$ cat src/common/sdcard_consts.svh
/* card configuration and frame sizes for the SD card command-line model
   include in any file that needs these values */

`ifndef SDCARD_CONSTS_SVH
`define SDCARD_CONSTS_SVH

// ACMD41 commands until the card reports power-up done
`define SDCARD_POWERUP_DONE_DELAY 3

// voltage host supply code accepted by CMD8 (2.7-3.6V)
`define SDCARD_VHS 4'h1

// OCR voltage window returned in R3
`define SDCARD_VDD_VOLTAGE_WINDOW 24'hff8000

// every command and response frame on the cmd line
`define SDCARD_FRAME_BITS 48

// request FIFO between receiver and controller
`define SDCARD_REQ_FIFO_DEPTH 4

`endif
$ cat src/common/sdcard_state_pkg.sv
/* card-state types and R1 status layout
   reference by scoped names, sdcard_state_pkg::name */

package sdcard_state_pkg;

    // encoding matches the current_state field of R1
    typedef enum logic [3:0] {
        IDLE  = 4'd0,
        READY = 4'd1
    } sdcard_state_e;

    // bit positions inside the 32-bit card status of R1
    localparam int R1_ILLEGAL_CMD_BIT = 22;
    localparam int R1_APP_CMD_BIT     = 5;
    localparam int R1_STATE_LSB       = 9;     // 4-bit current_state field

endpackage

$ cat src/common/sdcard_cmd_pkg.sv
/* command-frame types shared by the receiver, FIFO, controller and transmitter
   reference by scoped names, sdcard_cmd_pkg::name */

package sdcard_cmd_pkg;

    // one 32-bit argument, read two ways depending on the command
    typedef union packed {
        struct packed {
            logic [19:0] reserved;
            logic [3:0]  vhs;               // voltage host supply
            logic [7:0]  check_pattern;     // echoed back in R7
        } if_cond;                          // CMD8
        struct packed {
            logic        reserved_hi;
            logic        hcs;               // host capacity support
            logic [5:0]  reserved_lo;
            logic [23:0] vdd_window;
        } op_cond;                          // ACMD41
    } sdcard_cmd_arg_u;

    typedef struct packed {
        logic [5:0]      cmd_idx;
        sdcard_cmd_arg_u arg;
    } sdcard_cmd_req_t;

    typedef enum logic [1:0] {
        RESP_R1 = 2'd0,
        RESP_R3 = 2'd1,                     // index and crc sent as all ones
        RESP_R7 = 2'd2
    } sdcard_resp_kind_e;

    typedef struct packed {
        sdcard_resp_kind_e kind;
        logic [5:0]        cmd_idx;
        logic [31:0]       data;
    } sdcard_cmd_resp_t;

    localparam logic [5:0] CMD_GO_IDLE          = 6'd0;
    localparam logic [5:0] CMD_SEND_IF_COND     = 6'd8;
    localparam logic [5:0] CMD_APP_CMD          = 6'd55;
    localparam logic [5:0] ACMD_SD_SEND_OP_COND = 6'd41;

endpackage

$ cat src/hdl/sdcard_top.sv
/* SD card command-line model, card side
   host frames come in on i_cmd, responses leave on o_cmd while o_cmd_dir is low */

`timescale 1ns/10ps

module sdcard_top (
    input  logic i_sclk,
    input  logic i_rst,
    input  logic i_cmd,
    output logic o_cmd,
    output logic o_cmd_dir
);

    logic                             w_rx_valid;
    sdcard_cmd_pkg::sdcard_cmd_req_t  wb_rx_req;
    logic                             w_rx_ready;
    logic                             w_req_valid;
    sdcard_cmd_pkg::sdcard_cmd_req_t  wb_req;
    logic                             w_req_ready;
    logic                             w_resp_valid;
    sdcard_cmd_pkg::sdcard_cmd_resp_t wb_resp;
    logic                             w_resp_ready;
    logic                             w_line_busy;

    sdcard_cmd_rx rx0 (
        .i_clk(i_sclk),
        .i_rst(i_rst),
        .i_cmd(i_cmd),
        .i_line_busy(w_line_busy),
        .o_req_valid(w_rx_valid),
        .o_req(wb_rx_req),
        .i_req_ready(w_rx_ready)
    );

    sdcard_req_fifo fifo0 (
        .i_clk(i_sclk),
        .i_rst(i_rst),
        .i_wr_valid(w_rx_valid),
        .i_wr_data(wb_rx_req),
        .o_wr_ready(w_rx_ready),
        .o_rd_valid(w_req_valid),
        .o_rd_data(wb_req),
        .i_rd_ready(w_req_ready)
    );

    sdcard_ctrl ctrl0 (
        .i_clk(i_sclk),
        .i_rst(i_rst),
        .i_req_valid(w_req_valid),
        .i_req(wb_req),
        .o_req_ready(w_req_ready),
        .o_resp_valid(w_resp_valid),
        .o_resp(wb_resp),
        .i_resp_ready(w_resp_ready)
    );

    sdcard_cmd_tx tx0 (
        .i_clk(i_sclk),
        .i_rst(i_rst),
        .i_resp_valid(w_resp_valid),
        .i_resp(wb_resp),
        .o_resp_ready(w_resp_ready),
        .o_cmd(o_cmd),
        .o_cmd_dir(o_cmd_dir),
        .o_line_busy(w_line_busy)
    );

endmodule

$ cat src/ctrl/sdcard_ctrl.sv
/* card controller, decodes CMD0, CMD8, CMD55 and ACMD41 and builds responses
   takes requests from the FIFO, holds each response until the transmitter takes it */

`timescale 1ns/10ps

`include "sdcard_consts.svh"

module sdcard_ctrl (
    input  logic                             i_clk,
    input  logic                             i_rst,
    input  logic                             i_req_valid,
    input  sdcard_cmd_pkg::sdcard_cmd_req_t  i_req,
    output logic                             o_req_ready,
    output logic                             o_resp_valid,
    output sdcard_cmd_pkg::sdcard_cmd_resp_t o_resp,
    input  logic                             i_resp_ready
);

    sdcard_state_pkg::sdcard_state_e state;
    sdcard_state_pkg::sdcard_state_e state_next;
    logic                            app_cmd;      // last accepted command was CMD55
    logic [7:0]                      acmd41_cnt;
    logic [7:0]                      cnt_next;
    logic [7:0]                      cnt_inc;
    logic                            pwr_done;
    logic                            accept;
    logic                            respond;
    sdcard_cmd_pkg::sdcard_cmd_resp_t resp_next;

    function automatic logic [31:0] r1_status(
        input sdcard_state_pkg::sdcard_state_e st,
        input logic                            illegal,
        input logic                            app
    );
        logic [31:0] s;
        s = '0;
        s[sdcard_state_pkg::R1_ILLEGAL_CMD_BIT] = illegal;
        s[sdcard_state_pkg::R1_APP_CMD_BIT] = app;
        s[sdcard_state_pkg::R1_STATE_LSB +: 4] = st;
        return s;
    endfunction

    assign o_req_ready = !o_resp_valid;
    assign accept      = i_req_valid && o_req_ready;

    assign cnt_inc  = (acmd41_cnt == 8'hff) ? acmd41_cnt : acmd41_cnt + 8'd1;  // saturating
    assign pwr_done = (cnt_inc >= 8'(`SDCARD_POWERUP_DONE_DELAY));

    always_comb
    begin
        // anything not matched below is an illegal command
        respond           = 1'b1;
        state_next        = state;
        cnt_next          = acmd41_cnt;
        resp_next.kind    = sdcard_cmd_pkg::RESP_R1;
        resp_next.cmd_idx = i_req.cmd_idx;
        resp_next.data    = r1_status(state, 1'b1, 1'b0);
        case (i_req.cmd_idx)
            sdcard_cmd_pkg::CMD_GO_IDLE:
            begin
                respond    = 1'b0;
                state_next = sdcard_state_pkg::IDLE;
                cnt_next   = '0;
            end
            sdcard_cmd_pkg::CMD_SEND_IF_COND:
            begin
                respond        = (i_req.arg.if_cond.vhs == `SDCARD_VHS);  // silent on mismatch
                resp_next.kind = sdcard_cmd_pkg::RESP_R7;
                resp_next.data = {20'h0, i_req.arg.if_cond.vhs, i_req.arg.if_cond.check_pattern};
            end
            sdcard_cmd_pkg::CMD_APP_CMD:
                resp_next.data = r1_status(state, 1'b0, 1'b1);
            sdcard_cmd_pkg::ACMD_SD_SEND_OP_COND:
                if (app_cmd)
                begin
                    cnt_next       = cnt_inc;
                    resp_next.kind = sdcard_cmd_pkg::RESP_R3;
                    // OCR: busy bit set once power-up is done, ccs only valid then
                    resp_next.data = {pwr_done, pwr_done & i_req.arg.op_cond.hcs, 6'h0,
                                      `SDCARD_VDD_VOLTAGE_WINDOW};
                    if (pwr_done)
                        state_next = sdcard_state_pkg::READY;
                end
            default:
                respond = 1'b1;
        endcase
    end

    always_ff @(posedge i_clk)
    begin
        if (i_rst)
        begin
            state        <= sdcard_state_pkg::IDLE;
            app_cmd      <= 1'b0;
            acmd41_cnt   <= '0;
            o_resp_valid <= 1'b0;
        end
        else if (accept)
        begin
            state        <= state_next;
            acmd41_cnt   <= cnt_next;
            app_cmd      <= (i_req.cmd_idx == sdcard_cmd_pkg::CMD_APP_CMD);
            o_resp_valid <= respond;
        end
        else if (i_resp_ready)
            o_resp_valid <= 1'b0;     // transmitter took it
    end

    always_ff @(posedge i_clk)
    begin
        if (accept)
            o_resp <= resp_next;
    end

endmodule

$ cat src/hdl/sdcard_req_fifo.sv
/* small synchronous FIFO of command requests, valid/ready on both sides
   written entries show at the read side one cycle later */

`timescale 1ns/10ps

`include "sdcard_consts.svh"

module sdcard_req_fifo #(
    parameter int DEPTH = `SDCARD_REQ_FIFO_DEPTH
) (
    input  logic                            i_clk,
    input  logic                            i_rst,
    input  logic                            i_wr_valid,
    input  sdcard_cmd_pkg::sdcard_cmd_req_t i_wr_data,
    output logic                            o_wr_ready,
    output logic                            o_rd_valid,
    output sdcard_cmd_pkg::sdcard_cmd_req_t o_rd_data,
    input  logic                            i_rd_ready
);

    localparam int PTR_W = (DEPTH > 1) ? $clog2(DEPTH) : 1;
    localparam int CNT_W = $clog2(DEPTH + 1);

    sdcard_cmd_pkg::sdcard_cmd_req_t mem [DEPTH];
    logic [PTR_W-1:0] wr_ptr;
    logic [PTR_W-1:0] rd_ptr;
    logic [CNT_W-1:0] count;
    logic             do_wr;
    logic             do_rd;

    // wraps for any depth, not only powers of two
    function automatic logic [PTR_W-1:0] ptr_inc(input logic [PTR_W-1:0] p);
        return (p == PTR_W'(DEPTH - 1)) ? '0 : p + 1'b1;
    endfunction

    assign o_wr_ready = (count != CNT_W'(DEPTH));
    assign o_rd_valid = (count != '0);
    assign do_wr      = i_wr_valid && o_wr_ready;
    assign do_rd      = o_rd_valid && i_rd_ready;
    assign o_rd_data  = mem[rd_ptr];

    always_ff @(posedge i_clk)
    begin
        if (i_rst)
        begin
            wr_ptr <= '0;
            rd_ptr <= '0;
            count  <= '0;
        end
        else
        begin
            if (do_wr)
                wr_ptr <= ptr_inc(wr_ptr);
            if (do_rd)
                rd_ptr <= ptr_inc(rd_ptr);
            case ({do_wr, do_rd})
                2'b10:   count <= count + 1'b1;
                2'b01:   count <= count - 1'b1;
                default: count <= count;   // both or neither
            endcase
        end
    end

    always_ff @(posedge i_clk)
    begin
        if (do_wr)
            mem[wr_ptr] <= i_wr_data;
    end

endmodule

$ cat src/cmdio/sdcard_cmd_tx.sv
/* command-line transmitter, sends one response frame with its CRC7
   after a short gap; o_line_busy keeps the receiver off the line meanwhile */

`timescale 1ns/10ps

`include "sdcard_consts.svh"

module sdcard_cmd_tx (
    input  logic                             i_clk,
    input  logic                             i_rst,
    input  logic                             i_resp_valid,
    input  sdcard_cmd_pkg::sdcard_cmd_resp_t i_resp,
    output logic                             o_resp_ready,
    output logic                             o_cmd,
    output logic                             o_cmd_dir,
    output logic                             o_line_busy
);

    typedef enum logic [1:0] {
        TX_IDLE,
        TX_GAP,
        TX_SEND
    } tx_state_e;

    localparam logic [5:0] GAP_LAST  = 6'd1;   // two idle cycles before the start bit
    localparam logic [5:0] CRC_FIRST = 6'(`SDCARD_FRAME_BITS - 8);
    localparam logic [5:0] END_BIT   = 6'(`SDCARD_FRAME_BITS - 1);

    tx_state_e   state;
    logic [5:0]  bit_cnt;
    logic [39:0] frame;           // start, transmission, index, data
    logic        is_r3;
    logic        accept;
    logic        crc_shift;
    logic [6:0]  crc;
    logic [2:0]  crc_sel;
    logic        cur_bit;

    assign o_resp_ready = (state == TX_IDLE);
    assign accept       = i_resp_valid && o_resp_ready;
    assign o_line_busy  = accept || (state != TX_IDLE);

    assign crc_shift = (state == TX_SEND) && (bit_cnt < CRC_FIRST);
    assign crc_sel   = 3'(END_BIT - 6'd1 - bit_cnt);   // crc msb goes out first

    always_comb
    begin
        if (bit_cnt < CRC_FIRST)
            cur_bit = frame[39];
        else if (bit_cnt == END_BIT)
            cur_bit = 1'b1;
        else
            cur_bit = is_r3 | crc[crc_sel];   // R3 carries all ones here
    end

    // direction low only while the card owns the line
    assign o_cmd     = (state == TX_SEND) ? cur_bit : 1'b1;
    assign o_cmd_dir = (state != TX_SEND);

    sdcard_crc7 crc0 (
        .i_clk(i_clk),
        .i_rst(i_rst),
        .i_clear(state != TX_SEND),
        .i_shift(crc_shift),
        .i_bit(frame[39]),
        .o_crc(crc)
    );

    always_ff @(posedge i_clk)
    begin
        if (i_rst)
        begin
            state   <= TX_IDLE;
            bit_cnt <= '0;
        end
        else
        begin
            case (state)
                TX_IDLE:
                    if (accept)
                    begin
                        state   <= TX_GAP;
                        bit_cnt <= '0;
                    end
                TX_GAP:
                    if (bit_cnt == GAP_LAST)
                    begin
                        state   <= TX_SEND;
                        bit_cnt <= '0;
                    end
                    else
                        bit_cnt <= bit_cnt + 6'd1;
                TX_SEND:
                    if (bit_cnt == END_BIT)
                        state <= TX_IDLE;    // line released next cycle
                    else
                        bit_cnt <= bit_cnt + 6'd1;
                default:
                    state <= TX_IDLE;
            endcase
        end
    end

    always_ff @(posedge i_clk)
    begin
        if (accept)
        begin
            is_r3 <= (i_resp.kind == sdcard_cmd_pkg::RESP_R3);
            frame <= {2'b00,
                      (i_resp.kind == sdcard_cmd_pkg::RESP_R3) ? 6'h3f : i_resp.cmd_idx,
                      i_resp.data};
        end
        else if (crc_shift)
            frame <= {frame[38:0], 1'b1};
    end

endmodule

$ cat src/cmdio/sdcard_cmd_rx.sv
/* command-line receiver, deserializes host frames one bit per clock
   good frames leave as a one-cycle request, bad ones are dropped silently */

`timescale 1ns/10ps

`include "sdcard_consts.svh"

module sdcard_cmd_rx (
    input  logic                            i_clk,
    input  logic                            i_rst,
    input  logic                            i_cmd,
    input  logic                            i_line_busy,
    output logic                            o_req_valid,
    output sdcard_cmd_pkg::sdcard_cmd_req_t o_req,
    input  logic                            i_req_ready
);

    localparam logic [5:0] LAST_BIT = 6'(`SDCARD_FRAME_BITS - 1);
    localparam logic [5:0] CRC_SPAN = 6'(`SDCARD_FRAME_BITS - 8);  // start bit through argument

    logic        rx_active;
    logic [5:0]  bit_cnt;         // index of the bit sampled this cycle
    logic [46:0] shreg;
    logic        start_det;
    logic        frame_end;
    logic        frame_ok;
    logic        crc_clear;
    logic        crc_shift;
    logic [6:0]  crc;

    // the card's own start bit must not look like a new command
    assign start_det = !rx_active && !i_line_busy && !i_cmd;
    assign frame_end = rx_active && (bit_cnt == LAST_BIT);

    assign crc_shift = start_det || (rx_active && (bit_cnt < CRC_SPAN));
    assign crc_clear = (!rx_active && !start_det) || frame_end;

    // shreg[46] start, [45] transmission, [6:0] received crc, i_cmd is the end bit
    assign frame_ok = !shreg[46] && shreg[45] && (shreg[6:0] == crc) && i_cmd;

    sdcard_crc7 crc0 (
        .i_clk(i_clk),
        .i_rst(i_rst),
        .i_clear(crc_clear),
        .i_shift(crc_shift),
        .i_bit(i_cmd),
        .o_crc(crc)
    );

    always_ff @(posedge i_clk)
    begin
        if (i_rst)
        begin
            rx_active   <= 1'b0;
            bit_cnt     <= '0;
            o_req_valid <= 1'b0;
        end
        else
        begin
            // FIFO ready now stays ready next cycle, only this block writes it
            o_req_valid <= frame_end && frame_ok && i_req_ready;
            if (start_det)
            begin
                rx_active <= 1'b1;
                bit_cnt   <= 6'd1;
            end
            else if (frame_end)
                rx_active <= 1'b0;
            else if (rx_active)
                bit_cnt <= bit_cnt + 6'd1;
        end
    end

    always_ff @(posedge i_clk)
    begin
        if (start_det || rx_active)
            shreg <= {shreg[45:0], i_cmd};
        if (frame_end)
        begin
            o_req.cmd_idx <= shreg[44:39];
            o_req.arg     <= shreg[38:7];
        end
    end

endmodule

$ cat src/hdl/sdcard_crc7.sv
/* serial CRC7 (x^7 + x^3 + 1), one bit per shift
   clear before each frame, then shift the covered bits in msb first */

`timescale 1ns/10ps

module sdcard_crc7 (
    input  logic       i_clk,
    input  logic       i_rst,
    input  logic       i_clear,
    input  logic       i_shift,
    input  logic       i_bit,
    output logic [6:0] o_crc
);

    logic feedback;

    assign feedback = i_bit ^ o_crc[6];

    always_ff @(posedge i_clk)
    begin
        if (i_rst || i_clear)
            o_crc <= '0;
        else if (i_shift)
            o_crc <= {o_crc[5:3], o_crc[2] ^ feedback, o_crc[1:0], feedback};  // taps at 3 and 0
    end

endmodule

$ cat config.mk
export PLATFORM = sky130hd
export DESIGN_NAME = sdcard_top
export DESIGN_NICKNAME = d
export VERILOG_FILES = /design/src/common/sdcard_state_pkg.sv /design/src/common/sdcard_cmd_pkg.sv /design/src/hdl/sdcard_top.sv /design/src/ctrl/sdcard_ctrl.sv /design/src/hdl/sdcard_req_fifo.sv /design/src/cmdio/sdcard_cmd_tx.sv /design/src/cmdio/sdcard_cmd_rx.sv /design/src/hdl/sdcard_crc7.sv
export VERILOG_INCLUDE_DIRS = /design/src /design/src/common
export SDC_FILE = /design/constraint.sdc
export NUM_CORES = 1
export LEC_CHECK = 0
export ABC_AREA = 1
export BUFFER_PORTS_ARGS = -buffer_cell sky130_fd_sc_hd__buf_2
export CAP_MARGIN = 10
export CORE_MARGIN = 4
export CORE_UTILIZATION = 60
export CTS_CLUSTER_DIAMETER = 50
export DETAILED_ROUTE_END_ITERATION = 12
export PLACE_DENSITY = 0.76
export SKIP_CTS_REPAIR_TIMING = 1
export SLEW_MARGIN = 40
export SYNTH_ARGS = -nofsm -noshare
export SYNTH_HDL_FRONTEND = slang
export SYNTH_SLANG_ARGS = --single-unit
$ cat constraint.sdc
create_clock -name i_sclk -period 4.25 [get_ports i_sclk]
set_input_delay 0.85 -clock i_sclk [delete_from_list [all_inputs] [get_ports i_sclk]]
set_output_delay 0.85 -clock i_sclk [all_outputs]
set_load 0.03 [all_outputs]
==> Word-level counts from Yosys, hierarchy flattened <==
Memories as Yosys holds them, arrays and structs flattened. A register that Yosys moved wholly into a read port is not among the register bits.
Cells that the tools add are included.
{ "totals": {"regBits": 217, "ram_bits": 152, "input_bits": 3, "output_inout_bits": 2, "elab_cells": 154, "memories": 1} }
{ "mem_list": {"columns": ["name", "depth", "width", "rd", "rd_ports_with_merged_regs", "wr", "line", "text"], "rows": [
  ["fifo0.mem", 4, 38, 1, 1, 1, "sdcard_req_fifo.sv:24", "sdcard_cmd_pkg::sdcard_cmd_req_t mem [DEPTH];"]
]} }
{ "classes": {"add_sub_neg": 8, "magnitude_cmp": 4, "n_eq_ne": 25, "muxes": 41, "bitwise_logic": 7, "n_reduce_logical": 44} }
{ "op_table": {"columns": ["operator", "count"], "rows": [
  ["case mux 32 bit (3 select lines)", 1],
  ["two-way mux 38 bit", 2],
  ["two-way mux 32 bit", 1],
  ["equality test 6 bit, second input constant", 4],
  ["two-way mux 6 bit", 4],
  ["case mux 6 bit (3 select lines)", 1],
  ["two-way mux 8 bit", 2],
  ["case mux 8 bit (2 select lines)", 1],
  ["logical AND 1 bit", 14],
  ["two-way mux 1 bit", 14],
  ["two-way mux 2 bit", 7],
  ["nonzero test 2 bit", 7],
  ["adder 6 x 1 -> 6 bit, second input constant", 2],
  ["< comparator 6 bit, second input constant", 2],
  ["inequality test 2 x 1 -> 1 bit, second input constant", 5],
  ["AND reduction 3 bit", 3],
  ["adder 8 x 1 -> 8 bit, second input constant", 1],
  ["equality test 2 bit, second input constant", 4],
  ["equality test 8 bit, second input constant", 1],
  [">= comparator 8 x 2 -> 1 bit, second input constant", 1],
  ["two-way mux 4 bit", 2],
  ["case mux 4 bit (2 select lines)", 1],
  ["equality test 7 bit", 1],
  ["equality test 2 x 1 -> 1 bit, second input constant", 3],
  ["27 further kinds", 45]
]} }

==> Longest topological paths before layout <==
{ "logic_depth": {"word_depth": 10, "mapped_depth": 13} }

==> Modules after synthesis <==
From an unflattened synthesis, not the netlist that was laid out.
{ "hier_totals": {"hier_cells": 1186, "area_unflattened_um2": 14112.3} }
{ "modules_own_cells": {"columns": ["mod", "instances", "cells_per_inst", "area_per_inst_um2", "seq_area_each_um2"], "rows": [
  ["sdcard_req_fifo", 1, 438, 6138.4, 4744.6],
  ["sdcard_cmd_rx", 1, 174, 3103.0, 2712.6],
  ["sdcard_cmd_tx", 1, 286, 2452.4, 1371.3],
  ["sdcard_ctrl", 1, 206, 1813.0, 940.9],
  ["sdcard_crc7", 2, 41, 302.8, 140.1]
]} }

==> Worst setup path after synthesis <==
OpenSTA, ideal clock, no wires.
{ "synth_path": {"path_type": "reg-to-reg", "startpoint": "register fifo0.count[2]", "endpoint": "register fifo0.count[2]", "setup_time_ps": 122, "t_arrival_ps": 3191, "required_ps": 4128, "path_slack_ps": 937, "path_stages_with_launch": 10, "n_path_buf": 0, "cell_sequence": "dfxtp_1 > inv_1 > a31oi_1 > ha_1 > inv_1 > fa_1 > a21oi_1 > o21ai_0 > o21ai_0 > a21oi_1"} }
{ "synth_between": {"elab_chain_len": 4, "elab_cells_between_ends": 10} }
{ "synth_rtl": {"columns": ["item", "line", "text"], "rows": [
  ["start: declaration", "sdcard_req_fifo.sv:27", "logic [CNT_W-1:0] count;"],
  ["start signal: assignment", "sdcard_req_fifo.sv:57", "2'b10: count <= count + 1'b1;"],
  ["start signal: assignment", "sdcard_req_fifo.sv:58", "2'b01: count <= count - 1'b1;"],
  ["start signal: assignment", "sdcard_req_fifo.sv:59", "default: count <= count;"],
  ["nonzero test 3 bit (*)", "sdcard_req_fifo.sv:37", "assign o_rd_valid = (count != '0);"],
  ["logical AND 1 bit (*)", null, null],
  ["net ctrl0.accept", "sdcard_ctrl.sv:26", "logic accept;"],
  ["equality test 2 x 1 -> 1 bit or equality test 2 bit (tied branches)", "sdcard_req_fifo.sv:56", "case ({do_wr, do_rd})"],
  ["case mux 3 bit (2 select lines) or nonzero test 2 bit (tied branches)", null, null]
]} }
The timed path passes the listed nets; every way through them passes the cells marked *.
A chain may end at the register's enable or synchronous reset.

==> Worst setup path in the final report <==
{ "layout_path": {"startpoint": "register tx0.state[0]", "endpoint": "output o_cmd"} }
{ "layout_between": {"elab_chain_len": 2} }
{ "layout_rtl": {"columns": ["item", "line", "text"], "rows": [
  ["start: declaration", "sdcard_cmd_tx.sv:29", "tx_state_e state;"],
  ["start signal: assignment", "sdcard_cmd_tx.sv:73", "state <= TX_IDLE;"],
  ["start signal: assignment", "sdcard_cmd_tx.sv:82", "state <= TX_GAP;"],
  ["start signal: assignment", "sdcard_cmd_tx.sv:88", "state <= TX_SEND;"],
  ["equality test 2 bit", "sdcard_cmd_tx.sv:57", "assign o_cmd = (state == TX_SEND) ? cur_bit : 1'b1;"],
  ["two-way mux 1 bit", "sdcard_cmd_tx.sv:57", null],
  ["end: declaration", "sdcard_top.sv:10", "output logic o_cmd,"]
]} }
No other way between the ends.

==> run metrics <==
synth warn=0; Post-Syn Area=10000 um^2; WL per Instance=14.7 um; Netlist cell types=40; Core ar.=16500 um^2; crit end category=primary output; CTS root buffer=clkbuf_16; Layout area overhead=11.3%; DRT antenna net count=0; via-per-instance ratio=5.28; # rows=47; f_max=0.323 GHz; vias in the first global route=5717; syn_area_per_cell=11.6 um^2; H-Tree Depth=1; largest net degree at the start of global routing=49; Synthesized Nets=883; CP arrival=2.25 ns; number of synthesized flops with an enable pin=205; unrepaired setup endpoints after global routing=no; CP max FO=9; Pleak=4.09 nW; chip width=137 um; worst skew pair latency=0.52 ns; worst rel slew slack=62.6%; RePlAce Congestion=0.802; Ports=5; first-pass GRT wire length=27.6 mm; Detailed Route Iter0 Violations=334; final wirelength=16.6 mm; fin util=67.7%; final hold violation count=0; # clock sinks=257; hpwl dp=10.2 mm; clock transition at the registers of the reported paths=0.06 ns; Synth Instances=865; net switching power=1.59 mW; pwr dens=576 nW/um^2; GRT overflow=0; status=complete, no violations; Final #Nets=906; final clock period utilization by the worst path=72.9%; Final Instance Count excl. Fillers=1128; Max Buffers Root-to-Sink=3; Worst Skew=0.0162 ns; Tot GR Track Use=18.2%; Initial Util=60.8%; CP Launch Type=register; Hold WS=0.412 ns; ys flop type=edfxtp_1; DRC=0; Worst-Margin Slew=0.560 ns; switching share of power=24.7%; flops & latches, synth=257; routed via count=5957; share of power burned in registers=55.6%; antenna violations before repair=0; cell total after placement=1079; worst min path class=reg -> reg; combinational share of power=9.6%; clock share of power=34.8%; internal power=4.85 mW; layout cells sized above 1=8.15%; endpoints failing setup=0; fin. max-slew vios=0; drt pass-1 iters=5; peak supply drop=0.386 mV; asr flop ratio synth=0%; DIE HEIGHT=137 um; Worst EP required=3.40 ns; sequential share of the synthesized area=71.6%; Crit Path Category=reg -> out; post-layout min period=3.10 ns; max_cap viols=0; CTS buffer count=27; Setup TNS Final=0 ns; DIE AREA=18900 um^2; CTS tree=yes; PortBufs=4; n_diodes=0; total power=6.44 mW
power groups by stage:
stage          combinational (mW)  clock (mW)  sequential (mW)
4_1_cts                     0.630        2.28             3.59
3_5_place_dp                0.625           0             3.62
6_report                    0.620        2.24             3.58
3_3_place_gp                0.607           0             3.62
5_1_grt                     0.722        2.40             3.63
2_1_floorplan               0.477           0             3.55
per-layer routing:
| metal | share of wire, % | track usage (%) | up-vias |
|---|---|---|---|
| li1 | - | - | 3014 |
| met1 | 46 | 26.0 | 2820 |
| met2 | 48 | 29.4 | 97 |
| met3 | 4.3 | 3.25 | 26 |
| met4 | 2.0 | 4.77 | 0 |
| met5 | 0 | 0 | - |
final timing paths:
kind                      start         endpoint  slack, ns  cells past startpoint
setup / recovery   tx0.state[0]            o_cmd       1.15                      8
hold / removal    rx0.shreg[29]    rx0.shreg[30]       0.41                      0
hold reg to reg   rx0.shreg[29]    rx0.shreg[30]       0.41                      0
setup reg to reg       register  ctrl0.o_resp[9]       1.48                     12
worst max-delay path: stages, from the launching register on:
cell	delay, ns
dfxtp_1	0.33
inv_1	0.10
ha_1	0.18
inv_1	0.09
nor2_1	0.29
clkinv_1	0.30
o22ai_1	0.23
inv_1	0.05
buf_2	0.17
logic make-up (layout without fill, tap and decap cells):
kind of cell | after synthesis | count (layout) | share of synthesized area [%]
compound gates | 130 | 130 | 7.15
flops | 257 | 257 | 71.6
fa+ha+maj | 15 | 15 | 1.94
simple gates | 351 | 351 | 14.3
buf+inv | 101 | 144 | 4.05
xor+xnor | 11 | 11 | 0.959
through the flow:
stage / setup WS [ns] / area, um^2
finish: 1.15 / 11200
global route: 0.982 / 11200
CTS: 1.13 / 11200
detailed placement: 1.52 / 10300
global placement: 1.62 / 10300
floorplan: 0.937 / 10000
layout make-up:
cell class	count	area (um^2)
flip-flops and latches	257	7200
fillers	1170	5340
multi-input cells	507	2450
well taps	220	275
repair buffers	15	103
inverters	80	302
clock buffers	30	687
clock inverters	19	169
layout by cell type (no fill, tap or decap), drive strengths merged, types with 2 or more instances in the layout:
| master | instances |
|---|---|
| nor2 | 97 |
| clkinvlp | 4 |
| dfxtp | 52 |
| a21oi | 48 |
| o22a | 2 |
| clkbuf | 30 |
| clkinv | 12 |
| xnor2 | 4 |
| edfxtp | 205 |
| nor3b | 4 |
| ha | 14 |
| nand3 | 45 |
| a211oi | 6 |
| or2 | 5 |
| inv | 81 |
| o21ai | 62 |
| nor3 | 8 |
| nand4 | 4 |
| nand2 | 188 |
| buf | 15 |
| xor2 | 7 |
| bufinv | 2 |
| o22ai | 3 |
sequential cells by signal (all words and copies together), names as in the netlist, 7 cells and up, named ones only:
name,cells
ctrl0.acmd41_cnt,8
ctrl0.o_resp,24
fifo0.mem,76
rx0.crc0.o_crc,7
rx0.o_req,19
rx0.shreg,47
tx0.crc0.o_crc,7
tx0.frame,40
Yosys cell counts, types with 7 or more instances:
library cell / number / area, um^2
a21oi_1: 47 / 235
nor3_1: 8 / 40.0
nand3_1: 44 / 220
clkbuf_1: 14 / 52.6
inv_1: 75 / 282
xor2_1: 7 / 61.3
nor2_1: 95 / 357
ha_1: 14 / 175
o21ai_0: 60 / 300
edfxtp_1: 205 / 6160
dfxtp_1: 52 / 1040
nand2_1: 187 / 702
No activity file was read; power rests on OpenSTA's default activity.
